## src/include/fpga_ip_macros.svh

```systemverilog
`ifndef FPGA_IP_MACROS_SVH
`define FPGA_IP_MACROS_SVH

// Aperture base addresses, 4 KB each
`define FPGA_REG_BASE      17'h00000
`define FLL_BASE           17'h01000
`define RESERVED_BASE      17'h05000

// Address bits that pick the aperture
`define APER_MSB           16
`define APER_LSB           12

// Fabric register byte offsets
`define ID_ADR             10'h000
`define REV_ADR            10'h004
`define SCRATCH_ADR        10'h008

// Word tracker register byte offsets
`define FLL_CTRL_ADR       10'h000
`define FLL_THRESH_ADR     10'h004
`define FLL_MCNT_ADR       10'h008
`define FLL_LCNT_ADR       10'h00C
`define FLL_STAT_ADR       10'h010

// Reserved block byte offsets
`define CUST_PROD_ADR      10'h1F8
`define REVISIONS_ADR      10'h1FC

`define DEVICE_ID          32'hABCD0200
`define REV_LEVEL          32'h00000100
`define SCRATCH_INIT       32'h12345678

`define DEF_REG_VALUE      32'hFABDEFAC   // Undefined fabric or tracker offset
`define RSV_DEF_REG_VALUE  32'hDEFFABAC   // Undefined reserved offset
`define BAD_READ_VALUE     32'hBADFABAC   // No block behind the aperture

`define CUSTOMER_ID        8'h01
`define PRODUCT_ID         8'h00
`define MAJOR_REV          16'h0001
`define MINOR_REV          16'h0000

`define DEF_ACK_TIMEOUT    7

`endif

```

## src/fpga_ip_pkg.sv

```systemverilog
package fpga_ip_pkg;

        typedef logic [16:0] wb_addr_t;    // Byte address on the slave bus
        typedef logic [9:0]  reg_addr_t;   // Word offset inside one aperture
        typedef logic [31:0] wb_data_t;
        typedef logic [3:0]  byte_stb_t;

        // Bit-clock edge counts and the tracking threshold
        typedef logic [15:0] word_cnt_t;

        // Default-acknowledge timer
        typedef enum logic [1:0]
        {
                IDLE,
                COUNT,
                ACK
        } def_ack_state_t;

endpackage

```

## src/fabric_id_regs.sv

```systemverilog
`timescale 1ns/10ps
`include "fpga_ip_macros.svh"

module fabric_id_regs
(
        input  logic                   wb_clk_i,
        input  logic                   rst_i,
        input  logic                   sel_i,
        input  logic                   stb_i,
        input  logic                   we_i,
        input  fpga_ip_pkg::byte_stb_t byte_stb_i,
        input  fpga_ip_pkg::reg_addr_t adr_i,
        input  fpga_ip_pkg::wb_data_t  dat_i,
        output fpga_ip_pkg::wb_data_t  dat_o,
        output logic                   ack_o,
        output fpga_ip_pkg::wb_data_t  device_id_o
);
        import fpga_ip_pkg::*;

        localparam reg_addr_t ID_WORD      = reg_addr_t'(`ID_ADR >> 2);
        localparam reg_addr_t REV_WORD     = reg_addr_t'(`REV_ADR >> 2);
        localparam reg_addr_t SCRATCH_WORD = reg_addr_t'(`SCRATCH_ADR >> 2);

        wb_data_t scratch;
        logic     scratch_wr;

        // Lands on the same edge that raises ack
        assign scratch_wr = sel_i & stb_i & we_i & ~ack_o & (adr_i == SCRATCH_WORD);

        always_ff @(posedge wb_clk_i)
        begin
                if (rst_i)
                        ack_o <= 1'b0;
                else
                        ack_o <= sel_i & stb_i & ~ack_o;        // Single pulse per access
        end

        always_ff @(posedge wb_clk_i)
        begin
                if (rst_i)
                        scratch <= `SCRATCH_INIT;
                else if (scratch_wr)
                begin
                        for (int i = 0; i < 4; i++)
                        begin
                                if (byte_stb_i[i])
                                        scratch[8*i +: 8] <= dat_i[8*i +: 8];
                        end
                end
        end

        always_comb
        begin
                case (adr_i)
                        ID_WORD:      dat_o = `DEVICE_ID;
                        REV_WORD:     dat_o = `REV_LEVEL;
                        SCRATCH_WORD: dat_o = scratch;
                        default:      dat_o = `DEF_REG_VALUE;
                endcase
        end

        assign device_id_o = `DEVICE_ID;

        // Combinational read data needs the offset held through the ack cycle
        a_adr_held: assert property (@(posedge wb_clk_i) disable iff (rst_i)
                ack_o |-> $stable(adr_i));

endmodule

```

## src/fll_regs.sv

```systemverilog
`timescale 1ns/10ps
`include "fpga_ip_macros.svh"

module fll_regs
(
        input  logic                   wb_clk_i,
        input  logic                   rst_i,
        input  logic                   sel_i,
        input  logic                   stb_i,
        input  logic                   we_i,
        input  fpga_ip_pkg::reg_addr_t adr_i,
        input  fpga_ip_pkg::wb_data_t  dat_i,
        input  fpga_ip_pkg::word_cnt_t master_cnt_i,
        input  fpga_ip_pkg::word_cnt_t local_cnt_i,
        input  logic                   speedup_i,
        input  logic                   slowdown_i,
        output fpga_ip_pkg::wb_data_t  dat_o,
        output logic                   ack_o,
        output logic                   enable_o,
        output logic                   clear_o,
        output fpga_ip_pkg::word_cnt_t threshold_o
);
        import fpga_ip_pkg::*;

        localparam reg_addr_t CTRL_WORD   = reg_addr_t'(`FLL_CTRL_ADR >> 2);
        localparam reg_addr_t THRESH_WORD = reg_addr_t'(`FLL_THRESH_ADR >> 2);
        localparam reg_addr_t MCNT_WORD   = reg_addr_t'(`FLL_MCNT_ADR >> 2);
        localparam reg_addr_t LCNT_WORD   = reg_addr_t'(`FLL_LCNT_ADR >> 2);
        localparam reg_addr_t STAT_WORD   = reg_addr_t'(`FLL_STAT_ADR >> 2);

        logic ctrl_wr;
        logic thresh_wr;

        assign ctrl_wr   = sel_i & stb_i & we_i & ~ack_o & (adr_i == CTRL_WORD);
        assign thresh_wr = sel_i & stb_i & we_i & ~ack_o & (adr_i == THRESH_WORD);

        always_ff @(posedge wb_clk_i)
        begin
                if (rst_i)
                begin
                        ack_o       <= 1'b0;
                        enable_o    <= 1'b0;
                        clear_o     <= 1'b0;
                        threshold_o <= '0;
                end
                else
                begin
                        ack_o   <= sel_i & stb_i & ~ack_o;
                        clear_o <= ctrl_wr & dat_i[1];  // Self-clearing
                        if (ctrl_wr)
                                enable_o <= dat_i[0];
                        if (thresh_wr)
                                threshold_o <= dat_i[15:0];
                end
        end

        // Clear bit always reads back as zero
        always_comb
        begin
                case (adr_i)
                        CTRL_WORD:   dat_o = {31'd0, enable_o};
                        THRESH_WORD: dat_o = {16'd0, threshold_o};
                        MCNT_WORD:   dat_o = {16'd0, master_cnt_i};
                        LCNT_WORD:   dat_o = {16'd0, local_cnt_i};
                        STAT_WORD:   dat_o = {30'd0, slowdown_i, speedup_i};
                        default:     dat_o = `DEF_REG_VALUE;
                endcase
        end

endmodule

```

## src/fll_tracker.sv

```systemverilog
`timescale 1ns/10ps

module fll_tracker
(
        input  logic                   wb_clk_i,
        input  logic                   rst_i,
        input  logic                   bitclk_master_i,
        input  logic                   bitclk_local_i,
        input  logic                   enable_i,
        input  logic                   clear_i,
        input  fpga_ip_pkg::word_cnt_t threshold_i,
        output fpga_ip_pkg::word_cnt_t master_cnt_o,
        output fpga_ip_pkg::word_cnt_t local_cnt_o,
        output logic                   speedup_o,
        output logic                   slowdown_o,
        output logic                   master_ahead_o,
        output logic                   local_ahead_o
);
        import fpga_ip_pkg::*;

        // Bit 0 master bit clock and bit 1 local bit clock
        logic [1:0] bclk_meta;
        logic [1:0] bclk_sync;
        logic [1:0] bclk_last;
        logic [1:0] bclk_rise;
        word_cnt_t  cnt [2];
        word_cnt_t  master_lead;
        word_cnt_t  local_lead;
        logic       master_gt;
        logic       local_gt;

        always_ff @(posedge wb_clk_i)
        begin
                if (rst_i)
                begin
                        bclk_meta <= '0;
                        bclk_sync <= '0;
                        bclk_last <= '0;
                end
                else
                begin
                        bclk_meta <= {bitclk_local_i, bitclk_master_i};
                        bclk_sync <= bclk_meta;
                        bclk_last <= bclk_sync;         // Edge detect stage
                end
        end

        assign bclk_rise = bclk_sync & ~bclk_last;

        always_ff @(posedge wb_clk_i)
        begin
                for (int i = 0; i < 2; i++)
                begin
                        if (rst_i || clear_i)
                                cnt[i] <= '0;
                        else if (enable_i && bclk_rise[i])
                                cnt[i] <= cnt[i] + 1'b1;
                end
        end

        assign master_cnt_o = cnt[0];
        assign local_cnt_o  = cnt[1];

        assign master_gt   = cnt[0] > cnt[1];
        assign local_gt    = cnt[1] > cnt[0];
        assign master_lead = cnt[0] - cnt[1];
        assign local_lead  = cnt[1] - cnt[0];

        // Flags trail the counters by one cycle
        always_ff @(posedge wb_clk_i)
        begin
                if (rst_i)
                begin
                        master_ahead_o <= 1'b0;
                        local_ahead_o  <= 1'b0;
                        speedup_o      <= 1'b0;
                        slowdown_o     <= 1'b0;
                end
                else
                begin
                        master_ahead_o <= master_gt;
                        local_ahead_o  <= local_gt;
                        speedup_o      <= enable_i && master_gt && (master_lead > threshold_i);
                        slowdown_o     <= enable_i && local_gt && (local_lead > threshold_i);
                end
        end

        // Ahead comparison only holds until a counter wraps
        a_no_wrap: assert property (@(posedge wb_clk_i) disable iff (rst_i || clear_i)
                !(enable_i && ((bclk_rise[0] && cnt[0] == '1) ||
                               (bclk_rise[1] && cnt[1] == '1))));

endmodule

```

## src/reserved_regs.sv

```systemverilog
`timescale 1ns/10ps
`include "fpga_ip_macros.svh"

module reserved_regs
(
        input  logic                   wb_clk_i,
        input  logic                   rst_i,
        input  logic                   sel_i,
        input  logic                   cyc_i,
        input  logic                   stb_i,
        input  fpga_ip_pkg::reg_addr_t adr_i,
        input  logic                   bus_ack_i,
        output fpga_ip_pkg::wb_data_t  dat_o,
        output logic                   ack_o
);
        import fpga_ip_pkg::*;

        localparam reg_addr_t  CUST_PROD_WORD = reg_addr_t'(`CUST_PROD_ADR >> 2);
        localparam reg_addr_t  REVISIONS_WORD = reg_addr_t'(`REVISIONS_ADR >> 2);
        localparam logic [2:0] LAST_TICK      = 3'(`DEF_ACK_TIMEOUT - 1);

        logic           reg_ack;
        logic           pending;
        logic [2:0]     tick_cnt;
        def_ack_state_t state;

        // Any access on the bus still waiting for an answer
        assign pending = cyc_i & stb_i & ~bus_ack_i;

        always_ff @(posedge wb_clk_i)
        begin
                if (rst_i)
                        reg_ack <= 1'b0;
                else
                        reg_ack <= sel_i & stb_i & ~reg_ack;
        end

        always_ff @(posedge wb_clk_i)
        begin
                if (rst_i)
                begin
                        state    <= IDLE;
                        tick_cnt <= '0;
                end
                else
                begin
                        case (state)
                                IDLE:
                                begin
                                        tick_cnt <= 3'd1;       // Start edge counts as one
                                        if (pending)
                                                state <= COUNT;
                                end
                                COUNT:
                                begin
                                        tick_cnt <= tick_cnt + 3'd1;
                                        if (!pending)
                                                state <= IDLE;  // Claimed or dropped
                                        else if (tick_cnt == LAST_TICK)
                                                state <= ACK;
                                end
                                default:
                                        state <= IDLE;          // Ack for one cycle only
                        endcase
                end
        end

        assign ack_o = reg_ack | (state == ACK);

        always_comb
        begin
                case (adr_i)
                        CUST_PROD_WORD: dat_o = {16'd0, `CUSTOMER_ID, `PRODUCT_ID};
                        REVISIONS_WORD: dat_o = {`MAJOR_REV, `MINOR_REV};
                        default:        dat_o = `RSV_DEF_REG_VALUE;
                endcase
        end

endmodule

```

## src/fpga_ip_top.sv

```systemverilog
`timescale 1ns/10ps
`include "fpga_ip_macros.svh"

module fpga_ip_top
(
        input  logic                   wb_clk_i,
        input  logic                   rst_i,
        input  fpga_ip_pkg::wb_addr_t  wbs_adr_i,
        input  logic                   wbs_cyc_i,
        input  fpga_ip_pkg::byte_stb_t wbs_byte_stb_i,
        input  logic                   wbs_we_i,
        input  logic                   wbs_stb_i,
        input  fpga_ip_pkg::wb_data_t  wbs_wr_dat_i,
        input  logic                   bitclk_master_i,
        input  logic                   bitclk_local_i,
        output fpga_ip_pkg::wb_data_t  wbs_rd_dat_o,
        output logic                   wbs_ack_o,
        output fpga_ip_pkg::wb_data_t  device_id_o,
        output logic                   interrupt_speedup_o,
        output logic                   interrupt_slowdown_o,
        output logic                   master_wordcnt_is_ahead_o,
        output logic                   local_wordcnt_is_ahead_o
);
        import fpga_ip_pkg::*;

        localparam int APER_W = `APER_MSB - `APER_LSB + 1;
        localparam logic [APER_W-1:0] FAB_APER = APER_W'(`FPGA_REG_BASE >> `APER_LSB);
        localparam logic [APER_W-1:0] FLL_APER = APER_W'(`FLL_BASE >> `APER_LSB);
        localparam logic [APER_W-1:0] RSV_APER = APER_W'(`RESERVED_BASE >> `APER_LSB);

        logic [APER_W-1:0] aper;
        reg_addr_t         word_adr;
        logic              sel_fab;
        logic              sel_fll;
        logic              sel_rsv;
        logic              ack_fab;
        logic              ack_fll;
        logic              ack_rsv;
        wb_data_t          dat_fab;
        wb_data_t          dat_fll;
        wb_data_t          dat_rsv;
        logic              fll_enable;
        logic              fll_clear;
        word_cnt_t         fll_threshold;
        word_cnt_t         master_cnt;
        word_cnt_t         local_cnt;

        assign aper     = wbs_adr_i[`APER_MSB:`APER_LSB];
        assign word_adr = wbs_adr_i[`APER_LSB-1:2];     // Blocks decode word offsets

        assign sel_fab = wbs_cyc_i & (aper == FAB_APER);
        assign sel_fll = wbs_cyc_i & (aper == FLL_APER);
        assign sel_rsv = wbs_cyc_i & (aper == RSV_APER);

        // Timer ack arrives through the reserved block
        assign wbs_ack_o = ack_fab | ack_fll | ack_rsv;

        always_comb
        begin
                case (aper)
                        FAB_APER: wbs_rd_dat_o = dat_fab;
                        FLL_APER: wbs_rd_dat_o = dat_fll;
                        RSV_APER: wbs_rd_dat_o = dat_rsv;
                        default:  wbs_rd_dat_o = `BAD_READ_VALUE;
                endcase
        end

        fabric_id_regs u_fabric_id_regs
        (
                .wb_clk_i    (wb_clk_i),
                .rst_i       (rst_i),
                .sel_i       (sel_fab),
                .stb_i       (wbs_stb_i),
                .we_i        (wbs_we_i),
                .byte_stb_i  (wbs_byte_stb_i),
                .adr_i       (word_adr),
                .dat_i       (wbs_wr_dat_i),
                .dat_o       (dat_fab),
                .ack_o       (ack_fab),
                .device_id_o (device_id_o)
        );

        fll_regs u_fll_regs
        (
                .wb_clk_i     (wb_clk_i),
                .rst_i        (rst_i),
                .sel_i        (sel_fll),
                .stb_i        (wbs_stb_i),
                .we_i         (wbs_we_i),
                .adr_i        (word_adr),
                .dat_i        (wbs_wr_dat_i),
                .master_cnt_i (master_cnt),
                .local_cnt_i  (local_cnt),
                .speedup_i    (interrupt_speedup_o),
                .slowdown_i   (interrupt_slowdown_o),
                .dat_o        (dat_fll),
                .ack_o        (ack_fll),
                .enable_o     (fll_enable),
                .clear_o      (fll_clear),
                .threshold_o  (fll_threshold)
        );

        fll_tracker u_fll_tracker
        (
                .wb_clk_i        (wb_clk_i),
                .rst_i           (rst_i),
                .bitclk_master_i (bitclk_master_i),
                .bitclk_local_i  (bitclk_local_i),
                .enable_i        (fll_enable),
                .clear_i         (fll_clear),
                .threshold_i     (fll_threshold),
                .master_cnt_o    (master_cnt),
                .local_cnt_o     (local_cnt),
                .speedup_o       (interrupt_speedup_o),
                .slowdown_o      (interrupt_slowdown_o),
                .master_ahead_o  (master_wordcnt_is_ahead_o),
                .local_ahead_o   (local_wordcnt_is_ahead_o)
        );

        reserved_regs u_reserved_regs
        (
                .wb_clk_i  (wb_clk_i),
                .rst_i     (rst_i),
                .sel_i     (sel_rsv),
                .cyc_i     (wbs_cyc_i),
                .stb_i     (wbs_stb_i),
                .adr_i     (word_adr),
                .bus_ack_i (wbs_ack_o),
                .dat_o     (dat_rsv),
                .ack_o     (ack_rsv)
        );

        // Every block and the timer answer only inside a bus cycle
        a_ack_in_cycle: assert property (@(posedge wb_clk_i) disable iff (rst_i)
                wbs_ack_o |-> wbs_cyc_i);

endmodule

```

## config.mk

```make
export PLATFORM = sky130hd
export DESIGN_NAME = fpga_ip_top
export DESIGN_NICKNAME = d
export VERILOG_FILES = /design/src/fpga_ip_pkg.sv /design/src/fabric_id_regs.sv /design/src/fll_regs.sv /design/src/fll_tracker.sv /design/src/reserved_regs.sv /design/src/fpga_ip_top.sv
export VERILOG_INCLUDE_DIRS = /design/src /design/src/include
export SDC_FILE = /design/constraint.sdc
export NUM_CORES = 1
export LEC_CHECK = 0
export BUFFER_PORTS_ARGS = -buffer_cell sky130_fd_sc_hd__buf_4
export CORE_ASPECT_RATIO = 0.6
export CORE_MARGIN = 2
export CORE_UTILIZATION = 45
export CTS_CLUSTER_DIAMETER = 50
export DETAILED_ROUTE_END_ITERATION = 8
export PLACE_DENSITY = 0.67
export SKIP_LAST_GASP = 1
export SYNTH_ARGS = -nofsm -noshare
export SYNTH_HDL_FRONTEND = slang
export SYNTH_SLANG_ARGS = --single-unit
```

## constraint.sdc

```tcl
create_clock -name wb_clk_i -period 4.2 [get_ports wb_clk_i]
set_clock_uncertainty 0.15 [all_clocks]
set_input_delay 0.84 -clock wb_clk_i [delete_from_list [all_inputs] [get_ports wb_clk_i]]
set_output_delay 0.84 -clock wb_clk_i [all_outputs]
set_load 0.01 [all_outputs]
```

==> metrics <==
WS Path Type=flop to flop; fin crit share=97.24%; status=complete, no violations; Avg Cell Area, Syn=8.132 um2; Most used DFF post-synth=dfxtp_1; Min-Delay Path Class=flop to flop; CP arrival=4220 ps; Util after Layout=56.65%; Clock Pin Slew Worst Setup and Hold Paths=80 ps; initial antenna violation count=0; Rel. slew slack=40.14%; Min-Delay Path Depth=1; Power per Cell Area=263.8 nW/um2; final setup vio count=0; Max-cap violations=0; WHS Endpoint=u_reserved_regs.reg_ack$_SDFF_PP0_; Port Buf Inserts=94; Min-Delay Startpoint=u_reserved_regs.reg_ack$_SDFF_PP0_; Storage cell area=2322 um2; CORE AREA=16,400 um2; GRT Util Overall=26.25%; fraction of layout cells with a size suffix above 1=20.35%; sequential power share=41.7%; n_diodes=0; crit start category=flop; First DRT Iteration DRCs=633; met1 usage=41.78%; PnR Total Power=2.451 mW; Slew @ Worst Pin=885.4 ps; Top Ports=129; CP endpoint kind=flop; vias in the first global route=6,767; Vias per Instance=5.545; DR vias=7,231; Leakage=3.948 nW; Most Crowded Layer GR=met1; Setup TNS=0 ps; Clk pwr share=36.6%; worst vdd ir=0.1976 mV; origin of the critical flop-to-flop path=u_fll_tracker.cnt[1][5]$_SDFFCE_PN0P_; Wirelength per Cell=17.82 um; DIE AREA=18,060 um2; pin count of the biggest net entering global routing=64; slack of the worst reg-to-reg path=120 ps; switching share of power=30.17%; YS warnings=0; Post-synth EDFFs=32; fin crit period=4084 ps; final-report hold violation count=0; Int Pwr=1.711 mW; Final ANT Viol Nets=0; fill count=1,536; Post-Layout Inst Area=9289 um2; Syn-to-layout area delta=21.65%; clk root buf=clkbuf_16; CTS buffer count=9; # nets final=1,200; synth unique cells=68; Syn Inst Count=939; quantity of hold-fixing buffers added after cts=0; clock tree from TritonCTS=yes; mapped cell area=7636 um2; Die Wd=172.2 um; Slew Limit Fails=0; Placer Congestion=0.8677; gr ovfl total=0; Hold Slack=290.5 ps; Comb pwr share=21.7%; met3 GRT Util=6.250%; hpwl dp=18.32 mm; Synth async-reset ratio=0%; Initial Utilization=46.57%; fmax=0.2449 GHz; worst r2r dst=u_fll_tracker.speedup_o$_SDFF_PP0_; clk_lat worst skew=360 ps; CTS sink count=100; drt pass-1 iters=5; CP required=4330 ps; RSZ-0062 raised after global routing=yes; FF-to-FF path depth=16; first-pass GRT wire length=36.83 mm; met2 Usage GRT=36.09%; dpl cell area=8823 um2; Residual DRC=0; CP Max Fanout=4; #FFs+latches synth=100; Net Sw Power=0.7394 mW; CTS max path bufs=2; CTS H-tree lvls=3; footprint of the multi-input gates=4848 um2; Total Wirelength=23.24 mm; num rows=36; part of the Yosys area used for sequential elements=30.41%; Die Height=104.9 um
routing by layer:
layer | share of wire, % | wire length (um)
met1 | 50 | 11670
met2 | 40 | 9201
met3 | 9.4 | 2184
met4 | 0.79 | 184
met5 | 0 | 0
through the flow:
step / worst slack (ps) / cells
final: 115.9 / 1304
after global placement: 161.2 / 1286
after detailed placement: 51.67 / 1286
after CTS: 14.45 / 1302
after global routing: -34.41 / 1304
after floorplan: 631.7 / 969
synth_stat cells, types with 14 or more instances:
cell | instances | area share [%]
nor3_1 | 14 | 0.92
buf_4 | 36 | 3.5
ha_1 | 67 | 11
edfxtp_1 | 32 | 13
nor2b_1 | 18 | 1.5
a21o_1 | 19 | 1.9
dfxtp_1 | 68 | 18
clkbuf_1 | 29 | 1.4
a211o_1 | 14 | 1.6
nand3_1 | 30 | 2.0
nand2_1 | 103 | 5.1
mux2i_1 | 36 | 4.7
nor2_1 | 115 | 5.7
nand4_1 | 18 | 1.5
o21ai_0 | 37 | 2.4
inv_1 | 72 | 3.5
xnor2_1 | 40 | 4.6
a21oi_1 | 60 | 3.9
sequential cells by signal, summed over array words and instances (netlist names), 2 cells and up:
signal / count
u_fll_tracker.bclk_meta: 2
u_fabric_id_regs.scratch: 32
u_reserved_regs.tick_cnt: 3
u_fll_tracker.bclk_sync: 2
u_fll_regs.threshold_o: 16
u_reserved_regs.state: 2
u_fll_tracker.cnt: 32
u_fll_tracker.bclk_last: 2
cell type report:
| cell class | count | area share (%) |
|---|---|---|
| multi-input cells | 723 | 52.20 |
| repair buffers | 165 | 13.38 |
| clock inverters | 6 | 0.7543 |
| flip-flops and latches | 100 | 25.00 |
| clock buffers | 10 | 2.694 |
| inverters | 72 | 2.909 |
| well taps | 228 | 3.071 |
timing repair:
item,CTS,global route
gates resized for setup,0,26
endpoints found under the hold margin,0,0
endpoints found under the setup margin,0,2
setup buffers,0,2
power groups by stage:
stage / sequential [mW] / combinational (mW) / clock, mW
floorplan: 1.05 / 0.329 / 0
global placement: 1.04 / 0.494 / 0
detailed placement: 1.04 / 0.503 / 0
CTS: 1.02 / 0.506 / 0.906
global route: 1.02 / 0.587 / 0.938
finish: 1.02 / 0.531 / 0.898
logic make-up (layout without fill, tap and decap cells):
group / after synthesis / in the layout / share of synthesized area, %
flip-flops: 100 / 100 / 30.41
AND/OR/NAND/NOR: 343 / 343 / 21.51
buffers and inverters: 146 / 253 / 9.225
multiplexers: 37 / 37 / 4.867
other: 2 / 32 / 0.09835
adder cells (fa/ha/maj): 69 / 69 / 11.50
XOR/XNOR: 51 / 51 / 5.850
AO/OA/AOI/OAI: 191 / 191 / 16.53
critical path: stages, from the launching register on:
cell      delay [ps]
edfxtp_1         480
ha_4             320
nand4_1          170
nor2_2           160
o31ai_2           90
buf_4            160
a211o_4          350
mux2i_1          130
a2111o_1         340
ha_4             290
nand4_1          200
or3_4            450
a21oi_2          120
buf_4            150
a211oi_2          60
o21ai_1          110
o2111a_1         260
layout by cell type, fill, tap and decap left out, types with 3 or more instances in the layout:
master | Yosys | routed
buf_4 | 36 | 164
nor2_1 | 115 | 114
nand2_1 | 103 | 103
inv_1 | 72 | 71
dfxtp_1 | 68 | 68
a21oi_1 | 60 | 59
ha_1 | 67 | 59
xnor2_1 | 40 | 40
o21ai_0 | 37 | 36
mux2i_1 | 36 | 36
conb_1 | 2 | 32
edfxtp_1 | 32 | 32
nand3_1 | 30 | 30
a21o_1 | 19 | 19
nand4_1 | 18 | 18
nor2b_1 | 18 | 17
nor3_1 | 14 | 14
a211o_1 | 14 | 13
xor2_1 | 11 | 11
clkbuf_16 | 0 | 10
a221oi_1 | 8 | 8
o211ai_1 | 8 | 8
nand2b_1 | 6 | 6
or3_1 | 6 | 5
o21bai_1 | 5 | 5
ha_4 | 0 | 5
a211oi_1 | 7 | 4
nand3b_1 | 4 | 4
a31oi_1 | 3 | 3
a211oi_2 | 0 | 3
nor4_1 | 3 | 3
and4_1 | 3 | 3
ha_2 | 0 | 3
worst max-delay path by stage:
stage,startpoint,to,cells after the start
5_1_grt,u_fll_tracker.cnt[1][5]$_SDFFCE_PN0P_,u_fll_tracker.speedup_o$_SDFF_PP0_,16
3_5_place_dp,u_fll_tracker.cnt[1][1]$_SDFFCE_PN0P_,u_fll_tracker.speedup_o$_SDFF_PP0_,16
6_report,u_fll_tracker.cnt[1][5]$_SDFFCE_PN0P_,u_fll_tracker.speedup_o$_SDFF_PP0_,16
4_1_cts,u_fll_tracker.cnt[1][1]$_SDFFCE_PN0P_,u_fll_tracker.speedup_o$_SDFF_PP0_,16
3_3_place_gp,u_fll_tracker.cnt[1][1]$_SDFFCE_PN0P_,u_fll_tracker.speedup_o$_SDFF_PP0_,16
2_1_floorplan,u_fll_tracker.cnt[1][0]$_SDFFCE_PN0P_,u_fll_tracker.slowdown_o$_SDFF_PP0_,15
Note: power is estimated with default switching activity, not from simulation.
